File: config.mk
export PLATFORM = sky130hd
export DESIGN_NAME = hl_ctrl_core
export DESIGN_NICKNAME = d
export VERILOG_FILES = /design/src/hdl/hl_ctrl_pkg.sv /design/src/hdl/cmd_if.sv /design/src/hdl/cmd_parser.sv /design/src/hdl/ctrl_regs.sv /design/src/hdl/resp_builder.sv /design/src/hdl/hl_ctrl_core.sv
export SDC_FILE = /design/constraint.sdc
export NUM_CORES = 1
export LEC_CHECK = 0
export BUFFER_PORTS_ARGS = -buffer_cell sky130_fd_sc_hd__buf_2
export CAP_MARGIN = 20
export CELL_PAD_IN_SITES_DETAIL_PLACEMENT = 1
export CELL_PAD_IN_SITES_GLOBAL_PLACEMENT = 1
export CORE_MARGIN = 2
export CORE_UTILIZATION = 30
export DETAILED_ROUTE_END_ITERATION = 7
export PLACE_DENSITY = 0.59
export RECOVER_POWER = 25
export SYNTH_ARGS = -nofsm -noshare
export SYNTH_HDL_FRONTEND = slang
export SYNTH_SLANG_ARGS = --single-unit
File: constraint.sdc
create_clock -name clk_ctrl -period 5 [get_ports clk_ctrl]
set_input_delay 0.5 -clock clk_ctrl [delete_from_list [all_inputs] [get_ports clk_ctrl]]
set_output_delay 0.5 -clock clk_ctrl [all_outputs]
set_load 0.1 [all_outputs]
File: src/hdl/hl_ctrl_pkg.sv
package hl_ctrl_pkg;

  ////////////////////////////////////////////////////////////
  // widths that carry a meaning
  ////////////////////////////////////////////////////////////

  // register address from byte 0 of a command frame
  typedef logic [5:0]  cmd_addr_t;
  typedef logic [31:0] cmd_data_t;

  // marker, echoed address, readback data
  typedef logic [39:0] resp_t;

  typedef logic [47:0] mac_t;
  typedef logic [7:0]  byte_t;

  ////////////////////////////////////////////////////////////
  // register map
  ////////////////////////////////////////////////////////////

  // bit 0 run, bit 1 wide spectrum, bit 2 transmit request
  localparam cmd_addr_t ADDR_GENERAL   = 6'h00;
  localparam cmd_addr_t ADDR_STATIC_IP = 6'h3a;
  // alt mac low half in 15:0, eeprom config in 23:16
  localparam cmd_addr_t ADDR_MAC_CFG   = 6'h3b;
  // read only
  localparam cmd_addr_t ADDR_VERSION   = 6'h3f;

  // eeprom config bit selecting the alternate mac
  localparam int CFG_ALT_MAC_BIT = 6;

  ////////////////////////////////////////////////////////////
  // framing
  ////////////////////////////////////////////////////////////

  localparam int CMD_FRAME_BYTES = 5;
  localparam int RESP_BYTES      = 5;

  // top two bits of a response word, bit 7 set and bit 6 clear
  localparam logic [1:0] RESP_MARK = 2'b10;

endpackage

File: src/hdl/cmd_if.sv
`timescale 1ns/1ps

// one decoded command, valid in the cycle stb is high
interface cmd_if;

  hl_ctrl_pkg::cmd_addr_t addr;
  hl_ctrl_pkg::cmd_data_t data;
  logic                   resp_rqst;
  logic                   stb;

  // parser side
  modport src (
    output addr,
    output data,
    output resp_rqst,
    output stb
  );

  // register file side
  modport dst (
    input addr,
    input data,
    input resp_rqst,
    input stb
  );

endinterface

File: src/hdl/cmd_parser.sv
`timescale 1ns/1ps

module cmd_parser (
  input  logic               clk_ctrl,
  input  logic               rst_i,
  input  logic               udp_rx_active_i,
  input  hl_ctrl_pkg::byte_t udp_rx_data_i,
  cmd_if.src                 cmd
);

  // counts 0 up to a full frame, then saturates
  localparam int CNT_W = $clog2(hl_ctrl_pkg::CMD_FRAME_BYTES + 1);

  localparam logic [CNT_W-1:0] LAST_BYTE = CNT_W'(hl_ctrl_pkg::CMD_FRAME_BYTES - 1);
  localparam logic [CNT_W-1:0] FULL      = CNT_W'(hl_ctrl_pkg::CMD_FRAME_BYTES);

  logic [CNT_W-1:0] byte_cnt;
  logic             take_byte;

  // bytes past the fifth are dropped
  assign take_byte = udp_rx_active_i && (byte_cnt != FULL);

  ////////////////////////////////////////////////////////////
  // byte counter and strobe
  ////////////////////////////////////////////////////////////

  always_ff @(posedge clk_ctrl) begin
    if (rst_i) begin
      byte_cnt <= '0;
      cmd.stb  <= 1'b0;
    end else begin
      // pulse once, right after the last byte of a frame
      cmd.stb <= take_byte && (byte_cnt == LAST_BYTE);

      if (!udp_rx_active_i) begin
        // frame over, short or not
        byte_cnt <= '0;
      end else if (take_byte) begin
        byte_cnt <= byte_cnt + 1'b1;
      end
    end
  end

  ////////////////////////////////////////////////////////////
  // field assembly
  ////////////////////////////////////////////////////////////

  always_ff @(posedge clk_ctrl) begin
    if (take_byte) begin
      if (byte_cnt == '0) begin
        // header byte
        cmd.addr      <= udp_rx_data_i[5:0];
        cmd.resp_rqst <= udp_rx_data_i[7];
      end else begin
        // data arrives msb first
        cmd.data <= {cmd.data[23:0], udp_rx_data_i};
      end
    end
  end

endmodule

File: src/hdl/ctrl_regs.sv
`timescale 1ns/1ps

module ctrl_regs #(
  parameter hl_ctrl_pkg::mac_t BASE_MAC      = 48'h001cc0a213dd,
  parameter logic [7:0]        VERSION_MAJOR = 8'd69,
  parameter logic [7:0]        VERSION_MINOR = 8'd4
) (
  input  logic                   clk_ctrl,
  input  logic                   rst_i,
  cmd_if.dst                     cmd,
  input  logic                   io_tx_inhibit_i,
  input  logic                   io_alternate_mac_i,
  output logic                   run_o,
  output logic                   wide_spectrum_o,
  output logic                   tx_on_o,
  output hl_ctrl_pkg::cmd_data_t static_ip_o,
  output hl_ctrl_pkg::mac_t      local_mac_o,
  output logic                   resp_stb_o,
  output hl_ctrl_pkg::resp_t     resp_o
);

  logic                   tx_req;
  logic [15:0]            alt_mac;
  logic [7:0]             eeprom_config;
  hl_ctrl_pkg::cmd_data_t rdback;

  ////////////////////////////////////////////////////////////
  // register writes
  ////////////////////////////////////////////////////////////

  always_ff @(posedge clk_ctrl) begin
    if (rst_i) begin
      run_o           <= 1'b0;
      wide_spectrum_o <= 1'b0;
      tx_req          <= 1'b0;
      static_ip_o     <= '0;
      alt_mac         <= '0;
      eeprom_config   <= '0;
    end else if (cmd.stb) begin
      case (cmd.addr)
        hl_ctrl_pkg::ADDR_GENERAL: begin
          run_o           <= cmd.data[0];
          wide_spectrum_o <= cmd.data[1];
          tx_req          <= cmd.data[2];
        end
        hl_ctrl_pkg::ADDR_STATIC_IP: begin
          static_ip_o <= cmd.data;
        end
        hl_ctrl_pkg::ADDR_MAC_CFG: begin
          alt_mac       <= cmd.data[15:0];
          eeprom_config <= cmd.data[23:16];
        end
        // version and unmapped addresses take no write
        default: ;
      endcase
    end
  end

  // value each register holds once the write lands
  always_comb begin
    case (cmd.addr)
      hl_ctrl_pkg::ADDR_GENERAL:   rdback = {29'd0, cmd.data[2:0]};
      hl_ctrl_pkg::ADDR_STATIC_IP: rdback = cmd.data;
      hl_ctrl_pkg::ADDR_MAC_CFG:   rdback = {8'd0, cmd.data[23:0]};
      hl_ctrl_pkg::ADDR_VERSION:   rdback = {16'd0, VERSION_MAJOR, VERSION_MINOR};
      default:                     rdback = '0;
    endcase
  end

  ////////////////////////////////////////////////////////////
  // response capture
  ////////////////////////////////////////////////////////////

  always_ff @(posedge clk_ctrl) begin
    if (rst_i) begin
      resp_stb_o <= 1'b0;
    end else begin
      resp_stb_o <= cmd.stb && cmd.resp_rqst;
    end
  end

  always_ff @(posedge clk_ctrl) begin
    if (cmd.stb) begin
      resp_o <= {hl_ctrl_pkg::RESP_MARK, cmd.addr, rdback};
    end
  end

  ////////////////////////////////////////////////////////////
  // derived outputs
  ////////////////////////////////////////////////////////////

  // eeprom choice wins over the strap pin
  assign local_mac_o = eeprom_config[hl_ctrl_pkg::CFG_ALT_MAC_BIT]
                     ? {BASE_MAC[47:16], alt_mac}
                     : {BASE_MAC[47:2], ~io_alternate_mac_i, BASE_MAC[0]};

  // transmit only while running and not inhibited
  assign tx_on_o = tx_req & run_o & ~io_tx_inhibit_i;

endmodule

File: src/hdl/resp_builder.sv
`timescale 1ns/1ps

module resp_builder (
  input  logic               clk_ctrl,
  input  logic               rst_i,
  input  logic               resp_stb_i,
  input  hl_ctrl_pkg::resp_t resp_i,
  output logic               udp_tx_request_o,
  input  logic               udp_tx_enable_i,
  output hl_ctrl_pkg::byte_t udp_tx_data_o,
  output logic               udp_tx_valid_o
);

  localparam int CNT_W = $clog2(hl_ctrl_pkg::RESP_BYTES);

  localparam logic [CNT_W-1:0] LAST_BYTE = CNT_W'(hl_ctrl_pkg::RESP_BYTES - 1);

  typedef enum logic [1:0] {
    IDLE,
    REQUEST,
    SEND
  } state_t;

  state_t             state;
  hl_ctrl_pkg::resp_t shreg;
  logic [CNT_W-1:0]   byte_cnt;
  logic               send_byte;

  // a byte leaves on every enable cycle once the request is up
  assign send_byte = (state != IDLE) && udp_tx_enable_i;

  ////////////////////////////////////////////////////////////
  // state machine
  ////////////////////////////////////////////////////////////

  always_ff @(posedge clk_ctrl) begin
    if (rst_i) begin
      state    <= IDLE;
      byte_cnt <= '0;
    end else begin
      case (state)
        IDLE: begin
          byte_cnt <= '0;
          if (resp_stb_i) begin
            state <= REQUEST;
          end
        end
        REQUEST: begin
          // first enable is the grant and carries byte 0
          if (udp_tx_enable_i) begin
            state    <= SEND;
            byte_cnt <= byte_cnt + 1'b1;
          end
        end
        SEND: begin
          if (udp_tx_enable_i) begin
            byte_cnt <= byte_cnt + 1'b1;
            if (byte_cnt == LAST_BYTE) begin
              state <= IDLE;
            end
          end
        end
        default: state <= IDLE;
      endcase
    end
  end

  ////////////////////////////////////////////////////////////
  // response buffer
  ////////////////////////////////////////////////////////////

  // loads only when idle, so a busy builder drops new strobes
  always_ff @(posedge clk_ctrl) begin
    if (state == IDLE && resp_stb_i) begin
      shreg <= resp_i;
    end else if (send_byte) begin
      shreg <= {shreg[31:0], 8'h00};
    end
  end

  assign udp_tx_request_o = (state == REQUEST);
  assign udp_tx_data_o    = shreg[39:32];
  assign udp_tx_valid_o   = send_byte;

endmodule

File: src/hdl/hl_ctrl_core.sv
`timescale 1ns/1ps

module hl_ctrl_core #(
  parameter hl_ctrl_pkg::mac_t BASE_MAC      = 48'h001cc0a213dd,
  parameter logic [7:0]        VERSION_MAJOR = 8'd69,
  parameter logic [7:0]        VERSION_MINOR = 8'd4
) (
  input  logic                   clk_ctrl,
  input  logic                   rst_i,

  // downstream udp payload
  input  logic                   udp_rx_active_i,
  input  hl_ctrl_pkg::byte_t     udp_rx_data_i,

  // upstream udp payload
  output logic                   udp_tx_request_o,
  input  logic                   udp_tx_enable_i,
  output hl_ctrl_pkg::byte_t     udp_tx_data_o,
  output logic                   udp_tx_valid_o,

  // board pins
  input  logic                   io_tx_inhibit_i,
  input  logic                   io_alternate_mac_i,
  output logic                   io_led_run_o,
  output logic                   io_led_tx_o,

  // control state
  output logic                   run_o,
  output logic                   wide_spectrum_o,
  output hl_ctrl_pkg::cmd_data_t static_ip_o,
  output hl_ctrl_pkg::mac_t      local_mac_o,
  output logic                   tx_on_o
);

  logic               resp_stb;
  hl_ctrl_pkg::resp_t resp;

  cmd_if cmd ();

  ////////////////////////////////////////////////////////////
  // command path
  ////////////////////////////////////////////////////////////

  cmd_parser cmd_parser_i (
    .clk_ctrl        (clk_ctrl),
    .rst_i           (rst_i),
    .udp_rx_active_i (udp_rx_active_i),
    .udp_rx_data_i   (udp_rx_data_i),
    .cmd             (cmd.src)
  );

  ctrl_regs #(
    .BASE_MAC      (BASE_MAC),
    .VERSION_MAJOR (VERSION_MAJOR),
    .VERSION_MINOR (VERSION_MINOR)
  ) ctrl_regs_i (
    .clk_ctrl           (clk_ctrl),
    .rst_i              (rst_i),
    .cmd                (cmd.dst),
    .io_tx_inhibit_i    (io_tx_inhibit_i),
    .io_alternate_mac_i (io_alternate_mac_i),
    .run_o              (run_o),
    .wide_spectrum_o    (wide_spectrum_o),
    .tx_on_o            (tx_on_o),
    .static_ip_o        (static_ip_o),
    .local_mac_o        (local_mac_o),
    .resp_stb_o         (resp_stb),
    .resp_o             (resp)
  );

  ////////////////////////////////////////////////////////////
  // response path
  ////////////////////////////////////////////////////////////

  resp_builder resp_builder_i (
    .clk_ctrl         (clk_ctrl),
    .rst_i            (rst_i),
    .resp_stb_i       (resp_stb),
    .resp_i           (resp),
    .udp_tx_request_o (udp_tx_request_o),
    .udp_tx_enable_i  (udp_tx_enable_i),
    .udp_tx_data_o    (udp_tx_data_o),
    .udp_tx_valid_o   (udp_tx_valid_o)
  );

  // front panel leds
  assign io_led_run_o = run_o;
  assign io_led_tx_o  = tx_on_o;

endmodule

# After elaboration in Yosys (flattened, before gate mapping)

Cells that the tools add are included.

Bits in registers: 185
Logic and storage cells: 69
Bits of input ports: 14

Bitwise gates (word level): 6
Reduce and logical (&&, ||, !) cells: 20
Equal/unequal tests: 13
Add/subtract/negate cells: 2
Mux-type cells: 11

Operator list:

| operator                                                                 | number |
|---|---|
| 32-bit case mux with 4 select lines                                      | 1 |
| 40-bit two-way mux                                                       | 1 |
| 38-bit two-way mux                                                       | 1 |
| 6-bit == test (second input constant)                                    | 3 |
| 16-bit two-way mux                                                       | 1 |
| 2-bit AND reduction                                                      | 6 |
| 2-bit two-way mux                                                        | 4 |
| 3-bit by 1-bit adder with 3-bit output (second input constant)           | 2 |
| 3-bit == test (second input constant)                                    | 2 |
| 6-bit zero test                                                          | 1 |
| 2-bit by 1-bit inequality test with 1-bit output (second input constant) | 3 |
| 2-bit case mux with 3 select lines                                       | 1 |
| 3-bit case mux with 2 select lines                                       | 1 |
| 2-bit nonzero test                                                       | 3 |
| 1-bit logical AND                                                        | 5 |
| 2-bit inequality test (second input constant)                            | 2 |
| 1-bit NOT                                                                | 4 |
| 4-bit AND reduction                                                      | 1 |
| 2-bit OR reduction                                                       | 2 |
| 3-bit zero test                                                          | 1 |
| 3-bit two-way mux                                                        | 1 |
| 3-bit inequality test (second input constant)                            | 1 |
| 1-bit AND                                                                | 2 |
| 2-bit by 1-bit == test with 1-bit output (second input constant)         | 1 |
| other kinds (2)                                                          | 2 |

# Longest topological paths before layout

Depth in word-level cells: 4
Gate-level depth with buffers: 6
Mapped depth without buffers: 5

# Hierarchy

A second synthesis with hierarchy kept.

Cell total of the unflattened synthesis: 552
Area total of the unflattened synthesis: 7513.5 um^2

By module, submodules not included:

| module       | cells an instance | area an instance (um^2) | instances | seq. area each (um^2) |
|---|---|---|---|---|
| ctrl_regs    | 353               | 4050.1                  | 1         | 2202.1 |
| resp_builder | 133               | 2039.5                  | 1         | 1301.2 |
| cmd_parser   | 64                | 1408.9                  | 1         | 1251.2 |
| hl_ctrl_core | 2                 | 15.0                    | 1         | 0.0 |

# Worst setup path after synthesis

Ideal clock, no wire load.

Path kind: flip-flop to flip-flop
Start: register resp_builder_i.state[0]
End: register resp_builder_i.shreg[0] (enable)
Data required time: 4507 ps
Arrival: 3692 ps
Path slack: 815 ps
Cell stages (with the launch flop): 5
Clock period less this slack: 4185 ps
Cells stage by stage: dfxtp_1 inv_1 ha_1 clkbuf_1 o21ai_0

Cells in the longest elaborated chain, start to end: 3
Elaborated cells on any way between the ends: 5
Classes of those cells: reduce/logical (5)

RTL lines:

| item                                                         | RTL line                               | text |
|---|---|---|
| start: declaration                                           | resp_builder.sv:24                     | `state_t state;` |
| start signal: assignment                                     | resp_builder.sv:38                     | `state <= IDLE;` |
| start signal: assignment                                     | resp_builder.sv:45                     | `state <= REQUEST;` |
| start signal: assignment                                     | resp_builder.sv:51                     | `state <= SEND;` |
| 2-bit nonzero test / 2-bit zero test (equally long branches) | resp_builder.sv:30, resp_builder.sv:74 |  |
| 1-bit logical AND, on equally long branches                  | resp_builder.sv:30, resp_builder.sv:74 |  |
| 2-bit nonzero test (no line) (*)                             | n/a                                    |  |
| end signal: assignment                                       | resp_builder.sv:75                     | `shreg <= resp_i;` |
| end signal: assignment                                       | resp_builder.sv:77                     | `shreg <= {shreg[31:0], 8'h00};` |
| end: declaration                                             | resp_builder.sv:25                     | `hl_ctrl_pkg::resp_t shreg;` |

Every way passes the cells marked *; elsewhere a longest branch is shown, timed or not.
A chain may end at the register's enable or synchronous reset.

# Worst setup path in the final report

Start: register resp_builder_i.state[0]
End: output udp_tx_valid_o

Cells in the longest elaborated chain, start to end: 2

RTL lines:

| item               | RTL line           | text |
|---|---|---|
| 2-bit nonzero test | resp_builder.sv:30 | `assign send_byte = (state != IDLE) && udp_tx_enable_i;` |
| 1-bit logical AND  | resp_builder.sv:30 |  |
| end: declaration   | hl_ctrl_core.sv:19 | `output logic udp_tx_valid_o,` |

No other way between the ends.

==> flow_summary_export.csv <==
group,metric,value,unit
die,core,23600,um^2
logic_synthesis,yosysSeqAreaShare,0.655,
place,gp_congestion,0.713,
sta,finalMaxSlewViolations,0,
finish,layout.area.seq,4750,um^2
logic_synthesis,synthFlopType,"edfxtp_1",
die,die_y,160,um
place,dp_hpwl,11100,um
routing,dr.pass1.iters,4,
sta,period_minus_slack,2430,ps
worst_setup_path,crit_type,"flop to output pin",
routing,route.detailed.drc,0,
finish,antenna_cells,0,
worst_setup_path,cp.required,4500,ps
logic_synthesis,synth_top_area_share,0.484,
sta,fin_setup_tns,0,ps
logic_synthesis,ys_top_cells_by_count,"117 x edfxtp_1, 62 x dfxtp_1, 55 x a21oi_1, 51 x nand3_1, 51 x o21ai_0",
finish,stdcell_count,970,
sta,max_slew.worst_pin.slew,965,ps
clocking,cts_setup_buffers,0,
logic_synthesis,synth_area_leaders,"edfxtp_1 48%, dfxtp_1 17%, mux2_2 4.7%",
clocking,cts_hold_buf,0,
power,ir_worst_vdd,208,uV
die,dieArea,25500,um^2
logic_synthesis,netlist_area,7260,um^2
clocking,cts.htree.levels,4,
global_route,grt_max_degree,65,
sta,final_hold_viol_count,0,
logic_synthesis,yosysMostFrequentCell,"edfxtp_1",
clocking,clock_latency,430,ps
sta,slew-limit-headroom,0.352,
worst_setup_path,endpoint_kind,"output pin",
job,maxCapViolCount,0,
clocking,clock_sinks,179,
worst_setup_path,critical_path_arrival,1930,ps
logic_synthesis,async_flop_share,0,
finish,syn_to_final_growth,16.1,%
die,die_x,160,um
clocking,cts_resized,0,
sta,finClkSkew,10.4,ps
logic_synthesis,avgSynthCellArea,12.5,um^2
die,rows,56,
clocking,clk_pin_slew_worst_paths,70,ps
clocking,cts_buffer_depth,2,
place,placed_cells,935,
routing,initialDrtViolationCount,215,
sta,rsz0062_at_grt,"no",
die,pin_count,109,
global_route,grt_pass1_wl,26100,um
worst_setup_path,critPathMaxFanout,14,
logic_synthesis,synth_top_area_cell,"edfxtp_1",
finish,drive_gt1_frac,0.218,
power,p_per_area,392,nW/um^2
worst_setup_path,rrSetupSlack,2740,ps
logic_synthesis,synth-edff-count,117,
power,power.total,3.31,mW
die,start_util,0.308,
clocking,cts_tree,"built",
logic_synthesis,synth_cells,582,
global_route,gr-total-overflow,0,
clocking,cts-root-buf,"clkbuf_16",
sta,setup_violations,0,
routing,avgViaCountPerCell,4.55,
place,numPortBuffers,76,
finish,multiInputGateArea,2130,um^2
routing,routed_wl,16400,um
worst_hold_path,hold_class,"primary input to flop",
logic_synthesis,ys_warn_count,0,
sta,fmax,411,MHz
routing,ant_nets,0,
logic_synthesis,ys_ff_latch,179,
sta,layout_worst_path_cycle_share,0.487,
global_route,antenna_found_initial,0,
clocking,cts_buffers,17,
logic_synthesis,synth_cell_type_count,36,
status,outcome,"completed",
routing,wire_per_inst,16.9,um
finish,finalNetCount,662,
worst_setup_path,start_kind,"flop",
global_route,track_usage,0.131,
power,p_leak,2.94,nW
global_route,grt_pass1_vias,4722,
routing,via_count,4417,
finish,nFillCells,2552,
routing by layer:
metal	routed length, um	part of all wire	up-vias	global-route usage
met4	226	0.014	0	0.0438
met3	461	0.028	16	0.0266
met5	0	0	-	0
li1	-	-	2119	-
met2	8420	0.51	84	0.230
met1	7300	0.44	2198	0.159
flip-flops by register name, summed over array words and instances, names as in the netlist, 2 cells and up:
register,cells
ctrl_regs_i.resp_o,38
resp_builder_i.shreg,40
ctrl_regs_i.static_ip_o,32
resp_builder_i.state,2
cmd_parser_i.cmd.data,32
resp_builder_i.byte_cnt,3
ctrl_regs_i.alt_mac,16
cmd_parser_i.byte_cnt,3
cmd_parser_i.cmd.addr,6
placed cells by master (no fill, tap or decap), types with 2 or more instances in the layout:
cell type     n
buf_8         2
edfxtp_1    117
nor3_1        4
buf_2        70
nand2b_1     25
o21ai_0      50
nand3_1      51
clkbuf_1      9
bufinv_16     4
mux2i_1       7
a21oi_1      55
clkinv_2      2
dfxtp_1      62
buf_4         5
and2_1       33
mux2_2       30
clkbuf_16    17
clkinv_4      3
inv_1        11
nand2_1      10
conb_1       32
and3b_1       2
nand4_1       2
ha_1         10
nor3b_1       2
and3_1        9
clkinvlp_4    2
nor2_1        8
per-stage QoR:
step / hold WS, ps / utilization / instance area (um^2) / setup WS, ps
2_1_floorplan: 441 / - / 7370 / 815
3_3_place_gp: 456 / 0.328 / 7740 / 2530
3_5_place_dp: 469 / 0.329 / 7770 / 2380
4_1_cts: 247 / 0.355 / 8390 / 2320
5_1_grt: 245 / 0.357 / 8430 / 2430
6_report: 261 / 0.357 / 8430 / 2570
area by class of cell:
| class | count | share of cell area |
|---|---|---|
| Timing Repair Buffer | 85 | 0.0579 |
| Tap cell | 319 | 0.0474 |
| Sequential cell | 179 | 0.564 |
| Clock buffer | 20 | 0.0518 |
| Inverter | 11 | 0.00490 |
| Clock inverter | 12 | 0.0214 |
| Multi-Input combinational cell | 344 | 0.253 |
final timing paths:
kind                                       to  depth (start not counted)                         from
setup / recovery               udp_tx_valid_o                          4      resp_builder_i.state[0]
hold / removal       cmd_parser_i.cmd.data[6]                          1             udp_rx_data_i[6]
setup reg to reg     resp_builder_i.shreg[37]                          6      resp_builder_i.state[0]
hold reg to reg   ctrl_regs_i.static_ip_o[18]                          2  ctrl_regs_i.static_ip_o[18]
where the power goes:
group | total [mW] | internal (mW) | switching, mW
sequential | 1.64 | 1.61 | 0.0278
clock | 1.40 | 0.839 | 0.557
combinational | 0.268 | 0.0441 | 0.224
total | 3.31 | 2.50 | 0.809
worst max-delay path: stages, from the launching register on:
cell and delay, ps:
dfxtp_1 400, inv_1 110, ha_1 400, nor2_1 160
buf_2 440
cell families (layout without fill, tap and decap cells):
logic type	after synthesis	after routing	synth area share
DFF	179	179	0.655
xor gates and xnor gates	1	1	0.00121
and+or+nand+nor	153	153	0.122
other	2	32	0.00103
buffers and inverters	89	128	0.0693
adders and majority gates	10	10	0.0172
muxes	37	37	0.0562
AOI/OAI and AO/OA	111	111	0.0787
Note: power is estimated with default switching activity, not from simulation.
